<file path="src/ci_pkg.sv">
package ci_pkg;

    localparam int WIN        = 13;   // Window edge in pixels.
    localparam int CENTER_LAG = 6;    // Newest column to center column.
    localparam int WIN_AREA   = 169;  // Pixels per window.
    localparam int PIX_W      = 8;
    localparam int SUM_W      = 16;   // Max window sum is 43095.

    // One image column with row 0 at the top of the band.
    typedef struct packed {
        logic [WIN-1:0][PIX_W-1:0] pix;
    } column_t;

    typedef struct packed {
        logic [SUM_W-1:0] sum;
        logic [PIX_W-1:0] center;
    } colsum_t;

    typedef struct packed {
        logic [SUM_W-1:0] sum;
        logic [PIX_W-1:0] center;
        logic             last_col;
        logic             last_band;
    } window_t;

    typedef struct packed {
        logic ci;
        logic band_done;
        logic frame_done;
    } ci_result_t;

endpackage

</file>
<file path="src/column_sum.sv">
`timescale 1ns/1ps

module column_sum (
    input  logic             clk,
    input  logic             rst_n,
    input  logic             i_col_valid,
    input  ci_pkg::column_t  i_col,
    output logic             o_colsum_valid,
    output ci_pkg::colsum_t  o_colsum
);

    localparam int PAD_W = ci_pkg::SUM_W - ci_pkg::PIX_W;

    logic [ci_pkg::SUM_W-1:0] col_total;
    logic                     valid_q;
    ci_pkg::colsum_t          colsum_q;

    // Adder tree over the thirteen rows of the column.
    always_comb begin
        col_total = '0;
        for (int r = 0; r < ci_pkg::WIN; r++) begin
            col_total = col_total + {{PAD_W{1'b0}}, i_col.pix[r]};
        end
    end

    always_ff @(posedge clk) begin
        if (!rst_n) begin
            valid_q <= 1'b0;
        end else begin
            valid_q <= i_col_valid;
        end
    end

    always_ff @(posedge clk) begin
        if (i_col_valid) begin
            colsum_q.sum    <= col_total;
            colsum_q.center <= i_col.pix[ci_pkg::CENTER_LAG]; // Middle row.
        end
    end

    assign o_colsum_valid = valid_q;
    assign o_colsum       = colsum_q;

endmodule

</file>
<file path="src/window_accumulator.sv">
`timescale 1ns/1ps

module window_accumulator #(
    parameter int COLS = 15,
    parameter int ROWS = 15
) (
    input  logic             clk,
    input  logic             rst_n,
    input  logic             i_colsum_valid,
    input  ci_pkg::colsum_t  i_colsum,
    output logic             o_win_valid,
    output ci_pkg::window_t  o_win
);

    localparam int BANDS  = ROWS - ci_pkg::WIN + 1;
    localparam int COL_W  = $clog2(COLS);
    localparam int BAND_W = (BANDS > 1) ? $clog2(BANDS) : 1;

    localparam logic [COL_W-1:0]  LAST_COL  = COL_W'(COLS - 1);
    localparam logic [COL_W-1:0]  FULL_COL  = COL_W'(ci_pkg::WIN - 1);
    localparam logic [COL_W-1:0]  EVICT_COL = COL_W'(ci_pkg::WIN);
    localparam logic [BAND_W-1:0] LAST_BAND = BAND_W'(BANDS - 1);

    logic [ci_pkg::SUM_W-1:0] sum_hist [ci_pkg::WIN];        // Index 0 is newest.
    logic [ci_pkg::PIX_W-1:0] cen_hist [ci_pkg::CENTER_LAG+1];
    logic [ci_pkg::SUM_W-1:0] win_sum;
    logic [ci_pkg::SUM_W-1:0] leaving;
    logic [COL_W-1:0]         col_cnt;
    logic [BAND_W-1:0]        band_cnt;
    logic                     win_valid_q;
    logic                     last_col_q;
    logic                     last_band_q;

    // Column that drops out of the window on this push.
    assign leaving = (col_cnt >= EVICT_COL) ? sum_hist[ci_pkg::WIN-1] : '0;

    always_ff @(posedge clk) begin
        if (i_colsum_valid) begin
            sum_hist[0] <= i_colsum.sum;
            for (int i = 1; i < ci_pkg::WIN; i++) begin
                sum_hist[i] <= sum_hist[i-1];
            end
            cen_hist[0] <= i_colsum.center;
            for (int i = 1; i <= ci_pkg::CENTER_LAG; i++) begin
                cen_hist[i] <= cen_hist[i-1];
            end
            if (col_cnt == '0) begin
                win_sum <= i_colsum.sum; // Fresh band.
            end else begin
                win_sum <= win_sum + i_colsum.sum - leaving;
            end
        end
    end

    always_ff @(posedge clk) begin
        if (!rst_n) begin
            col_cnt     <= '0;
            band_cnt    <= '0;
            win_valid_q <= 1'b0;
            last_col_q  <= 1'b0;
            last_band_q <= 1'b0;
        end else begin
            win_valid_q <= i_colsum_valid && (col_cnt >= FULL_COL);
            if (i_colsum_valid) begin
                last_col_q  <= (col_cnt == LAST_COL);
                last_band_q <= (band_cnt == LAST_BAND);
                if (col_cnt == LAST_COL) begin
                    col_cnt  <= '0;
                    band_cnt <= (band_cnt == LAST_BAND) ? '0 : band_cnt + 1'b1;
                end else begin
                    col_cnt <= col_cnt + 1'b1;
                end
            end
        end
    end

    assign o_win_valid     = win_valid_q;
    assign o_win.sum       = win_sum;
    assign o_win.center    = cen_hist[ci_pkg::CENTER_LAG]; // Middle of the window.
    assign o_win.last_col  = last_col_q;
    assign o_win.last_band = last_band_q;

endmodule

</file>
<file path="src/center_compare.sv">
`timescale 1ns/1ps

module center_compare (
    input  logic               clk,
    input  logic               rst_n,
    input  logic               i_win_valid,
    input  ci_pkg::window_t    i_win,
    output logic               o_res_valid,
    output ci_pkg::ci_result_t o_res
);

    localparam int PAD_W = ci_pkg::SUM_W - ci_pkg::PIX_W;

    localparam logic [ci_pkg::SUM_W-1:0] AREA = ci_pkg::SUM_W'(ci_pkg::WIN_AREA);

    logic [ci_pkg::SUM_W-1:0] center_ext;
    logic [ci_pkg::SUM_W-1:0] scaled;
    logic                     ge_mean;
    logic                     res_valid_q;
    ci_pkg::ci_result_t       res_q;

    // 169 * 255 still fits in the sum width.
    assign center_ext = {{PAD_W{1'b0}}, i_win.center};
    assign scaled     = center_ext * AREA;
    assign ge_mean    = (scaled >= i_win.sum);

    always_ff @(posedge clk) begin
        if (!rst_n) begin
            res_valid_q <= 1'b0;
            res_q       <= '0;
        end else begin
            res_valid_q      <= i_win_valid;
            res_q.ci         <= i_win_valid && ge_mean;
            res_q.band_done  <= i_win_valid && i_win.last_col;
            res_q.frame_done <= i_win_valid && i_win.last_col && i_win.last_band;
        end
    end

    assign o_res_valid = res_valid_q;
    assign o_res       = res_q;

endmodule

</file>
<file path="src/mrelbp_ci_r6.sv">
`timescale 1ns/1ps

module mrelbp_ci_r6 #(
    parameter int COLS = 15,
    parameter int ROWS = 15
) (
    input  logic               clk,
    input  logic               rst_n,
    input  logic               i_col_valid,
    input  ci_pkg::column_t    i_col,
    output logic               o_res_valid,
    output ci_pkg::ci_result_t o_res
);

    logic            colsum_valid;
    ci_pkg::colsum_t colsum;
    logic            win_valid;
    ci_pkg::window_t win;

    column_sum column_sum_i (
        .clk            (clk),
        .rst_n          (rst_n),
        .i_col_valid    (i_col_valid),
        .i_col          (i_col),
        .o_colsum_valid (colsum_valid),
        .o_colsum       (colsum)
    );

    window_accumulator #(
        .COLS (COLS),
        .ROWS (ROWS)
    ) window_accumulator_i (
        .clk            (clk),
        .rst_n          (rst_n),
        .i_colsum_valid (colsum_valid),
        .i_colsum       (colsum),
        .o_win_valid    (win_valid),
        .o_win          (win)
    );

    center_compare center_compare_i (
        .clk         (clk),
        .rst_n       (rst_n),
        .i_win_valid (win_valid),
        .i_win       (win),
        .o_res_valid (o_res_valid),
        .o_res       (o_res)
    );

endmodule

</file>
<file path="config.mk">
export PLATFORM = sky130hd
export DESIGN_NAME = mrelbp_ci_r6
export DESIGN_NICKNAME = d
export VERILOG_FILES = /design/src/ci_pkg.sv /design/src/column_sum.sv /design/src/window_accumulator.sv /design/src/center_compare.sv /design/src/mrelbp_ci_r6.sv
export SDC_FILE = /design/constraint.sdc
export NUM_CORES = 1
export LEC_CHECK = 0
export BUFFER_PORTS_ARGS = -buffer_cell sky130_fd_sc_hd__clkbuf_2
export CELL_PAD_IN_SITES_DETAIL_PLACEMENT = 2
export CELL_PAD_IN_SITES_GLOBAL_PLACEMENT = 2
export CORE_MARGIN = 1.5
export CORE_UTILIZATION = 47
export CTS_BUF_LIST = sky130_fd_sc_hd__clkbuf_16
export CTS_CLUSTER_DIAMETER = 50
export CTS_CLUSTER_SIZE = 16
export DETAILED_ROUTE_END_ITERATION = 10
export PLACE_DENSITY = 0.84
export SYNTH_ARGS = -nofsm -noshare
export SYNTH_HDL_FRONTEND = slang
export SYNTH_SLANG_ARGS = --single-unit
</file>
<file path="constraint.sdc">
create_clock -name clk -period 20.4 [get_ports clk]
set_input_delay 6.12 -clock clk [delete_from_list [all_inputs] [get_ports clk]]
set_output_delay 6.12 -clock clk [all_outputs]
set_load 0.02 [all_outputs]
</file>
==> impl_metrics.env, run 1 <==
export IMPL_run_status="complete, no violations"
export IMPL_p_leak_nw=6.47
export IMPL_ctsRootBufferMaster="clkbuf_16"
export IMPL_clkPwrFrac_pct=21.0
export IMPL_flow_area_growth_from_synthesis_pct=15.2
export IMPL_family_of_cells_with_the_greatest_summed_delay_on_the_critical_path="adder cells"
export IMPL_tightestPinTransition_ps=1130
export IMPL_final_hold_violation_count=0
export IMPL_top_area_cells_in_the_synthesized_netlist="edfxtp_1, fa_1, ha_1"
export IMPL_p_sw_share_pct=42.1
export IMPL_cp_cell_sequence="clkbuf_2 -> ha_1 -> a21o_1 -> a21oi_1 -> o21ai_0 -> nor2_1 -> xnor2_1 -> fa_1 -> inv_1 -> fa_1 -> fa_1 -> fa_1 -> fa_1 -> inv_1 -> ha_1 -> o21ai_0 -> a21boi_0 -> o21ai_0 -> nor2b_1 -> xnor2_1"
export IMPL_syn_area_um2=13300
export IMPL_clock_tree_buffer_depth=3
export IMPL_power_density_nw_per_um2=167
export IMPL_timing_critical_path_arrival_ps=11610
export IMPL_row_count=61
export IMPL_setup_worst_path_start="i_col[1]"
export IMPL_holdCritStartpoint="window_accumulator_i.sum_hist[1][22]"
export IMPL_internal_power_mw=1.48
export IMPL_dr_total_vias=7764
export IMPL_postLayoutCoreUtil_pct=55.2
export IMPL_post_route_period_util_pct=55.4
export IMPL_min_path_type="reg -> reg"
export IMPL_worstPathBufferInverterCount=3
export IMPL_ys_ff_latch=262
export IMPL_cts_tree="done"
export IMPL_grt_pass1_vias=9288
export IMPL_critical_path_s_largest_stage_delay_ps=580
export IMPL_post_route_min_period_ps=11300
export IMPL_clkLatencyLatePin_ps=570
export IMPL_hold_fix_buffers_cts=0
export IMPL_detail_route_vias_per_cell=5.30
export IMPL_setup_worst_path_class="in -> reg"
export IMPL_timing_reg2reg_setup_slack_ps=15650
export IMPL_detail_route_drc_violations=0
export IMPL_synth_enable_flop_cells=248
export IMPL_placed_cells_incl_taps=1410
export IMPL_most_numerous_cell_in_the_yosys_netlist="edfxtp_1"
export IMPL_globalplace_congestion=0.772
export IMPL_floorplan_die_area_um2=29400
export IMPL_max_clock_freq_mhz=88.5
export IMPL_numPortBuffers=110
export IMPL_detailed_placement_hpwl_um=27800
export IMPL_critical_path_depth=20
export IMPL_first_iter_violations=449
export IMPL_crit_path_start_kind="input port"
export IMPL_layout_skew_ps=21.7
export IMPL_finalSetupTns_ps=0
export IMPL_clock_tree_htree_level_count=1
export IMPL_final_nets=1365
export IMPL_die_y_extent_um=172
export IMPL_rsz_0062_raised_after_global_routing="no"
export IMPL_comb_power_share_pct=50.5
export IMPL_synth_top_area_share_pct=55.8
export IMPL_report_final_setup_viol=0
export IMPL_netlist_instances=928
export IMPL_drt_wirelength_per_cell_um=25.8
export IMPL_largest_driver_fanout_on_the_critical_path=3
export IMPL_grt_first_pass_wirelength_um=56800
export IMPL_antenna_left=0
export IMPL_final_max_slew_violation_count=0
export IMPL_fp_dieW_um=172
export IMPL_globalRouteOverflowTotal=0
export IMPL_critical_path_s_slowest_cell="fa_1"
export IMPL_reg2regPathDepth=17
export IMPL_initial_core_util_pct=47.9
export IMPL_worst_ep_required_time_ps=20700
export IMPL_numCtsBuffers=30
export IMPL_timing_rr_start="window_accumulator_i.cen_hist[6][2]"
export IMPL_grt_total_usage_pct=27.0
export IMPL_post_cts_repair_setup_buffers=0
export IMPL_max_cap_viol_count=0
export IMPL_slew_headroom_pct=24.5
export IMPL_synth_yosys_seq_area_share_pct=57.9
export IMPL_mappedNetlistNets=1229
export IMPL_async_flop_share_pct=0
export IMPL_endpoint="column_sum_i.o_colsum[16]"
export IMPL_clkSlewWorstSetupHoldPaths_ps=70
export IMPL_number_of_iterations_in_the_first_detailed_routing_pass=5
export IMPL_synth_lib_cells_used_distinct=52
export IMPL_worstSetupEndpointType="flip-flop"
export IMPL_worst_voltage_drop_across_the_vdd_grid_mv=0.111
export IMPL_post_synthesis_mean_instance_area_um2=14.4
export IMPL_capture_point_of_the_worst_reg_to_reg_path="center_compare_i.o_res[2]"
export IMPL_postSynth_topFlopCell="edfxtp_1"
export IMPL_detailed_route_wire_length_um=37800
export IMPL_grt_start_max_net_pins=196
export IMPL_ios=111
export IMPL_core_area_um2=27900
export IMPL_post_synth_top_area_cell="edfxtp_1"
export IMPL_finalNonFillerCells=1466
export IMPL_cpMostUsedCell="fa_1"
export IMPL_net_switching_power_mw=1.08
export IMPL_most_instantiated_cells_after_synthesis="edfxtp_1, inv_1, fa_1, ha_1, nor2_1"
export IMPL_n_antenna_cell=0
export IMPL_cts_resized=0
export IMPL_number_of_antenna_violations_at_the_first_check_in_global_routing=2
export IMPL_layout_drive_gt1_share_pct=16.2
export IMPL_synth_warning_count=0
export IMPL_numClockSinks=262
export IMPL_sequentialPowerShare_pct=28.4
[kinds of logic (layout without fill, tap and decap cells)]
kind of cell	count (synthesis)	after routing	synth area share, %
mux	3	3	0.225
buf+inv	191	351	5.39
flops	262	262	57.9
fa+ha+maj	194	194	23.7
xor+xnor	31	31	2.03
compound gates	111	111	5.62
simple gates	136	136	5.15
[sequential cells by signal (all words and copies together) (netlist names)]
name	count
center_compare_i.o_res_valid	1
window_accumulator_i.sum_hist	156
column_sum_i.o_colsum	20
window_accumulator_i.last_col_q	1
window_accumulator_i.last_band_q	1
window_accumulator_i.o_win_valid	1
window_accumulator_i.win_sum	16
window_accumulator_i.cen_hist	56
window_accumulator_i.col_cnt	4
column_sum_i.o_colsum_valid	1
window_accumulator_i.band_cnt	2
center_compare_i.o_res	3
[worst min path at each step]
stage | depth (start not counted) | slack, ps | endpoint
after floorplan | 0 | 400 | window_accumulator_i.cen_hist[0][0]
after global placement | 0 | 400 | window_accumulator_i.sum_hist[3][8]
after detailed placement | 0 | 410 | window_accumulator_i.sum_hist[1][35]
after CTS | 0 | 420 | window_accumulator_i.sum_hist[3][5]
after global routing | 0 | 410 | window_accumulator_i.sum_hist[1][38]
final | 0 | 410 | window_accumulator_i.sum_hist[1][38]
[cells in the final DEF, fill, tap and decap left out, drive strengths merged, types with 11 or more instances in the layout]
cell type	instances
xnor2	22
a21oi	35
fa	98
a21o	14
ha	96
nand2b	12
nor2	35
clkinv	11
o21ai	29
inv	190
clkbuf	141
dfxtp	14
edfxtp	248
and2	17
nand2	31
[power groups by stage]
| stage | Clock, mW | Combinational (mW) | Sequential, mW |
|---|---|---|---|
| after detailed placement | 0 | 1.21 | 0.738 |
| after global placement | 0 | 0.994 | 0.727 |
| final | 0.539 | 1.29 | 0.729 |
| after floorplan | 0 | 0.812 | 0.722 |
| after global routing | 0.565 | 1.41 | 0.732 |
| after CTS | 0.549 | 1.30 | 0.729 |
[routing by layer]
| metal | up-vias | track usage, % | wire length (um) |
|---|---|---|---|
| li1 | 3436 | - | - |
| met1 | 4013 | 31.4 | 14400 |
| met2 | 242 | 51.1 | 20700 |
| met3 | 73 | 3.89 | 1590 |
| met4 | 0 | 8.54 | 1160 |
| met5 | - | 0 | 0 |
[per-stage QoR]
| step | area, um2 | setup WS (ps) | hold slack [ps] | total power [mW] |
|---|---|---|---|---|
| floorplan | 13300 | 9290 | 400 | 1.53 |
| global placement | 14400 | 8950 | 400 | 1.72 |
| detailed placement | 14400 | 8590 | 405 | 1.95 |
| CTS | 15400 | 9120 | 416 | 2.58 |
| global route | 15400 | 8830 | 414 | 2.71 |
| finish | 15400 | 9100 | 415 | 2.56 |
[cell type report]
| cell class | instances | area, um2 |
|---|---|---|
| fill | 2550 | 12500 |
| sequential | 262 | 7730 |
| multi-input combinational | 475 | 4900 |
| clock buffer | 31 | 776 |
| inverter | 182 | 683 |
| timing repair buffer | 113 | 586 |
| tap | 378 | 473 |
| clock inverter | 25 | 228 |
Note: power is estimated with default switching activity, not from simulation.
==> run 2, diff against run 1 <==
CORE_UTILIZATION = 39   (was 47)
PLACE_DENSITY = 0.74   (was 0.84)
clock period = 10.2 ns   (was 20.4 ns; I/O delays follow)
==> run 2 against run 1 <==
  * Sequential share of layout area down 0.63 points
  * Wire length decreased by 16%
  * Sequential cell count did not move
  * Hold slack better by 5.3 ps
  * Sequential power up 99%
  * First-iteration DRC count fell by 8.7%
  * Register-to-register slack worse by 10000 ps
  * Core utilization is 8.9 points lower
  * Critical endpoint unchanged
  * Critical path depth grew 1
  * Die area increased by 20%
==> impl_metrics.env, run 2 (synthesized netlist as in run 1, its figures left out) <==
export IMPL_run_status="complete, no violations"
export IMPL_final_hold_violation_count=0
export IMPL_largest_driver_fanout_on_the_critical_path=2
export IMPL_timing_rr_start="window_accumulator_i.cen_hist[6][0]"
export IMPL_cts_resized=0
export IMPL_top_layer="met5"
export IMPL_rsz_0062_raised_after_global_routing="no"
export IMPL_min_path_type="reg -> reg"
export IMPL_final_max_slew_violation_count=0
export IMPL_capture_point_of_the_worst_reg_to_reg_path="center_compare_i.o_res[2]"
export IMPL_max_cap_viol_count=0
export IMPL_numCtsBuffers=34
export IMPL_setup_worst_path_class="in -> reg"
export IMPL_critical_path_s_largest_stage_delay_ps=570
export IMPL_crit_path_start_kind="input port"
export IMPL_holdCritStartpoint="window_accumulator_i.cen_hist[4][7]"
export IMPL_cp_cell_sequence="clkbuf_2 -> ha_1 -> inv_1 -> fa_1 -> xnor2_1 -> fa_1 -> inv_1 -> fa_1 -> fa_1 -> fa_1 -> inv_1 -> fa_1 -> ha_1 -> inv_1 -> fa_1 -> nor2b_1 -> o21ai_0 -> a21boi_0 -> o21ai_0 -> nor2b_1 -> xnor2_1"
export IMPL_cts_tree="done"
export IMPL_family_of_cells_with_the_greatest_summed_delay_on_the_critical_path="adder cells"
export IMPL_antenna_left=0
export IMPL_detailed_route_wire_length_um=31600
export IMPL_fp_dieW_um=188
export IMPL_hold_fix_buffers_cts=0
export IMPL_timing_critical_path_arrival_ps=8590
export IMPL_number_of_antenna_violations_at_the_first_check_in_global_routing=1
export IMPL_worst_ep_required_time_ps=10450
export IMPL_layout_commonest_cell="edfxtp_1"
export IMPL_clkSlewWorstSetupHoldPaths_ps=60
export IMPL_worst_voltage_drop_across_the_vdd_grid_mv=0.191
export IMPL_clock_tree_htree_level_count=2
export IMPL_grt_start_max_net_pins=180
export IMPL_hold_path_endpoint="window_accumulator_i.cen_hist[5][7]"
export IMPL_number_of_iterations_in_the_first_detailed_routing_pass=6
export IMPL_grt_pass1_vias=8991
export IMPL_detail_route_wirelength_met1_um=13000
export IMPL_dr_total_vias=7565
export IMPL_ctsRootBufferMaster="clkbuf_16"
export IMPL_core_area_um2=33600
export IMPL_critical_path_s_slowest_cell="fa_1"
export IMPL_finalSetupTns_ps=0
export IMPL_postLayoutCoreUtil_pct=46.3
export IMPL_ios=111
export IMPL_layout_skew_ps=15.4
export IMPL_report_final_setup_viol=0
export IMPL_max_clock_freq_mhz=120
export IMPL_detailed_placement_hpwl_um=24100
export IMPL_routed_wl_met2_um=16300
export IMPL_p_leak_nw=6.53
export IMPL_numClockSinks=262
export IMPL_worst_hold_path_num_cells=0
export IMPL_largest_register_ffs=156
export IMPL_grt_first_pass_wirelength_um=49900
export IMPL_globalplace_congestion=0.741
export IMPL_n_antenna_cell=0
export IMPL_clock_tree_buffer_depth=3
export IMPL_most_common_layout_cells="edfxtp_1, inv_1, clkbuf_2, fa_1, ha_1"
export IMPL_post_cts_repair_setup_buffers=0
export IMPL_reg2regPathDepth=17
export IMPL_final_nets=1369
export IMPL_worstSetupEndpointType="flip-flop"
export IMPL_grt_total_usage_pct=18.7
export IMPL_drt_wirelength_per_cell_um=20.5
export IMPL_numPortBuffers=110
export IMPL_worst_hold_slack_across_all_endpoints_ps=420
export IMPL_cpMostUsedCell="fa_1"
export IMPL_tightestPinTransition_ps=1330
export IMPL_first_iter_violations=410
export IMPL_detail_route_vias_per_cell=4.91
export IMPL_clkLatencyLatePin_ps=510
export IMPL_globalRouteOverflowTotal=0
export IMPL_layout_drive_gt1_share_pct=16.6
export IMPL_regMostFlops="window_accumulator_i.sum_hist"
export IMPL_met3RoutedLength_um=1290
export IMPL_initial_core_util_pct=39.7
export IMPL_worstPathBufferInverterCount=5
export IMPL_flow_area_growth_from_synthesis_pct=16.7
export IMPL_die_y_extent_um=188
export IMPL_post_route_period_util_pct=81.8
export IMPL_row_count=67
export IMPL_floorplan_die_area_um2=35300
export IMPL_post_route_min_period_ps=8340
export IMPL_slew_headroom_pct=10.7
export IMPL_detail_route_drc_violations=0
export IMPL_timing_reg2reg_setup_slack_ps=5460
export IMPL_power_density_nw_per_um2=319
## run 2: changes by cell type in the layout (fill, tap and decap cells not counted), sizes merged
cell,change
clkbuf,+4
clkinv,-2
inv,+3
## run 2: how the worst max path moves through the flow
stage               depth (start not counted)      from                         to
floorplan                                  22  i_col[0]  column_sum_i.o_colsum[19]
global placement                           22  i_col[0]  column_sum_i.o_colsum[18]
detailed placement                         21  i_col[0]  column_sum_i.o_colsum[16]
CTS                                        21  i_col[0]  column_sum_i.o_colsum[16]
global route                               21  i_col[0]  column_sum_i.o_colsum[16]
finish                                     21  i_col[0]  column_sum_i.o_colsum[16]
## run 2: routing by layer
layer,vias to the layer above,GRT usage [%]
li1,3454,-
met1,3865,22.1
met2,179,33.8
met3,65,3.67
met4,2,6.28
met5,-,0
## run 2: power by group
group | total (mW) | internal, mW | switching, mW
registers | 1.45 | 1.38 | 0.0666
clock network | 1.17 | 0.671 | 0.495
logic | 2.36 | 0.967 | 1.39
total | 4.97 | 3.02 | 1.95
## run 2: metrics by stage
step,power [mW],setup WS (ps),cell area (um2),std cells
floorplan,3.07,2150,13300,928
global placement,3.47,1760,14500,1480
detailed placement,3.82,1380,14500,1480
CTS,5.08,1800,15600,1541
global route,5.34,1640,15600,1541
finish,4.97,1860,15600,1541
## run 2: layout make-up
type                    count  area [um2]
clock buffers              35         876
flip-flops and latches    262        7730
multi-input cells         475        4900
inverters                 182         683
clock inverters            26         236
repair buffers            113         586
well taps                 448         561
fillers                  3289       18000
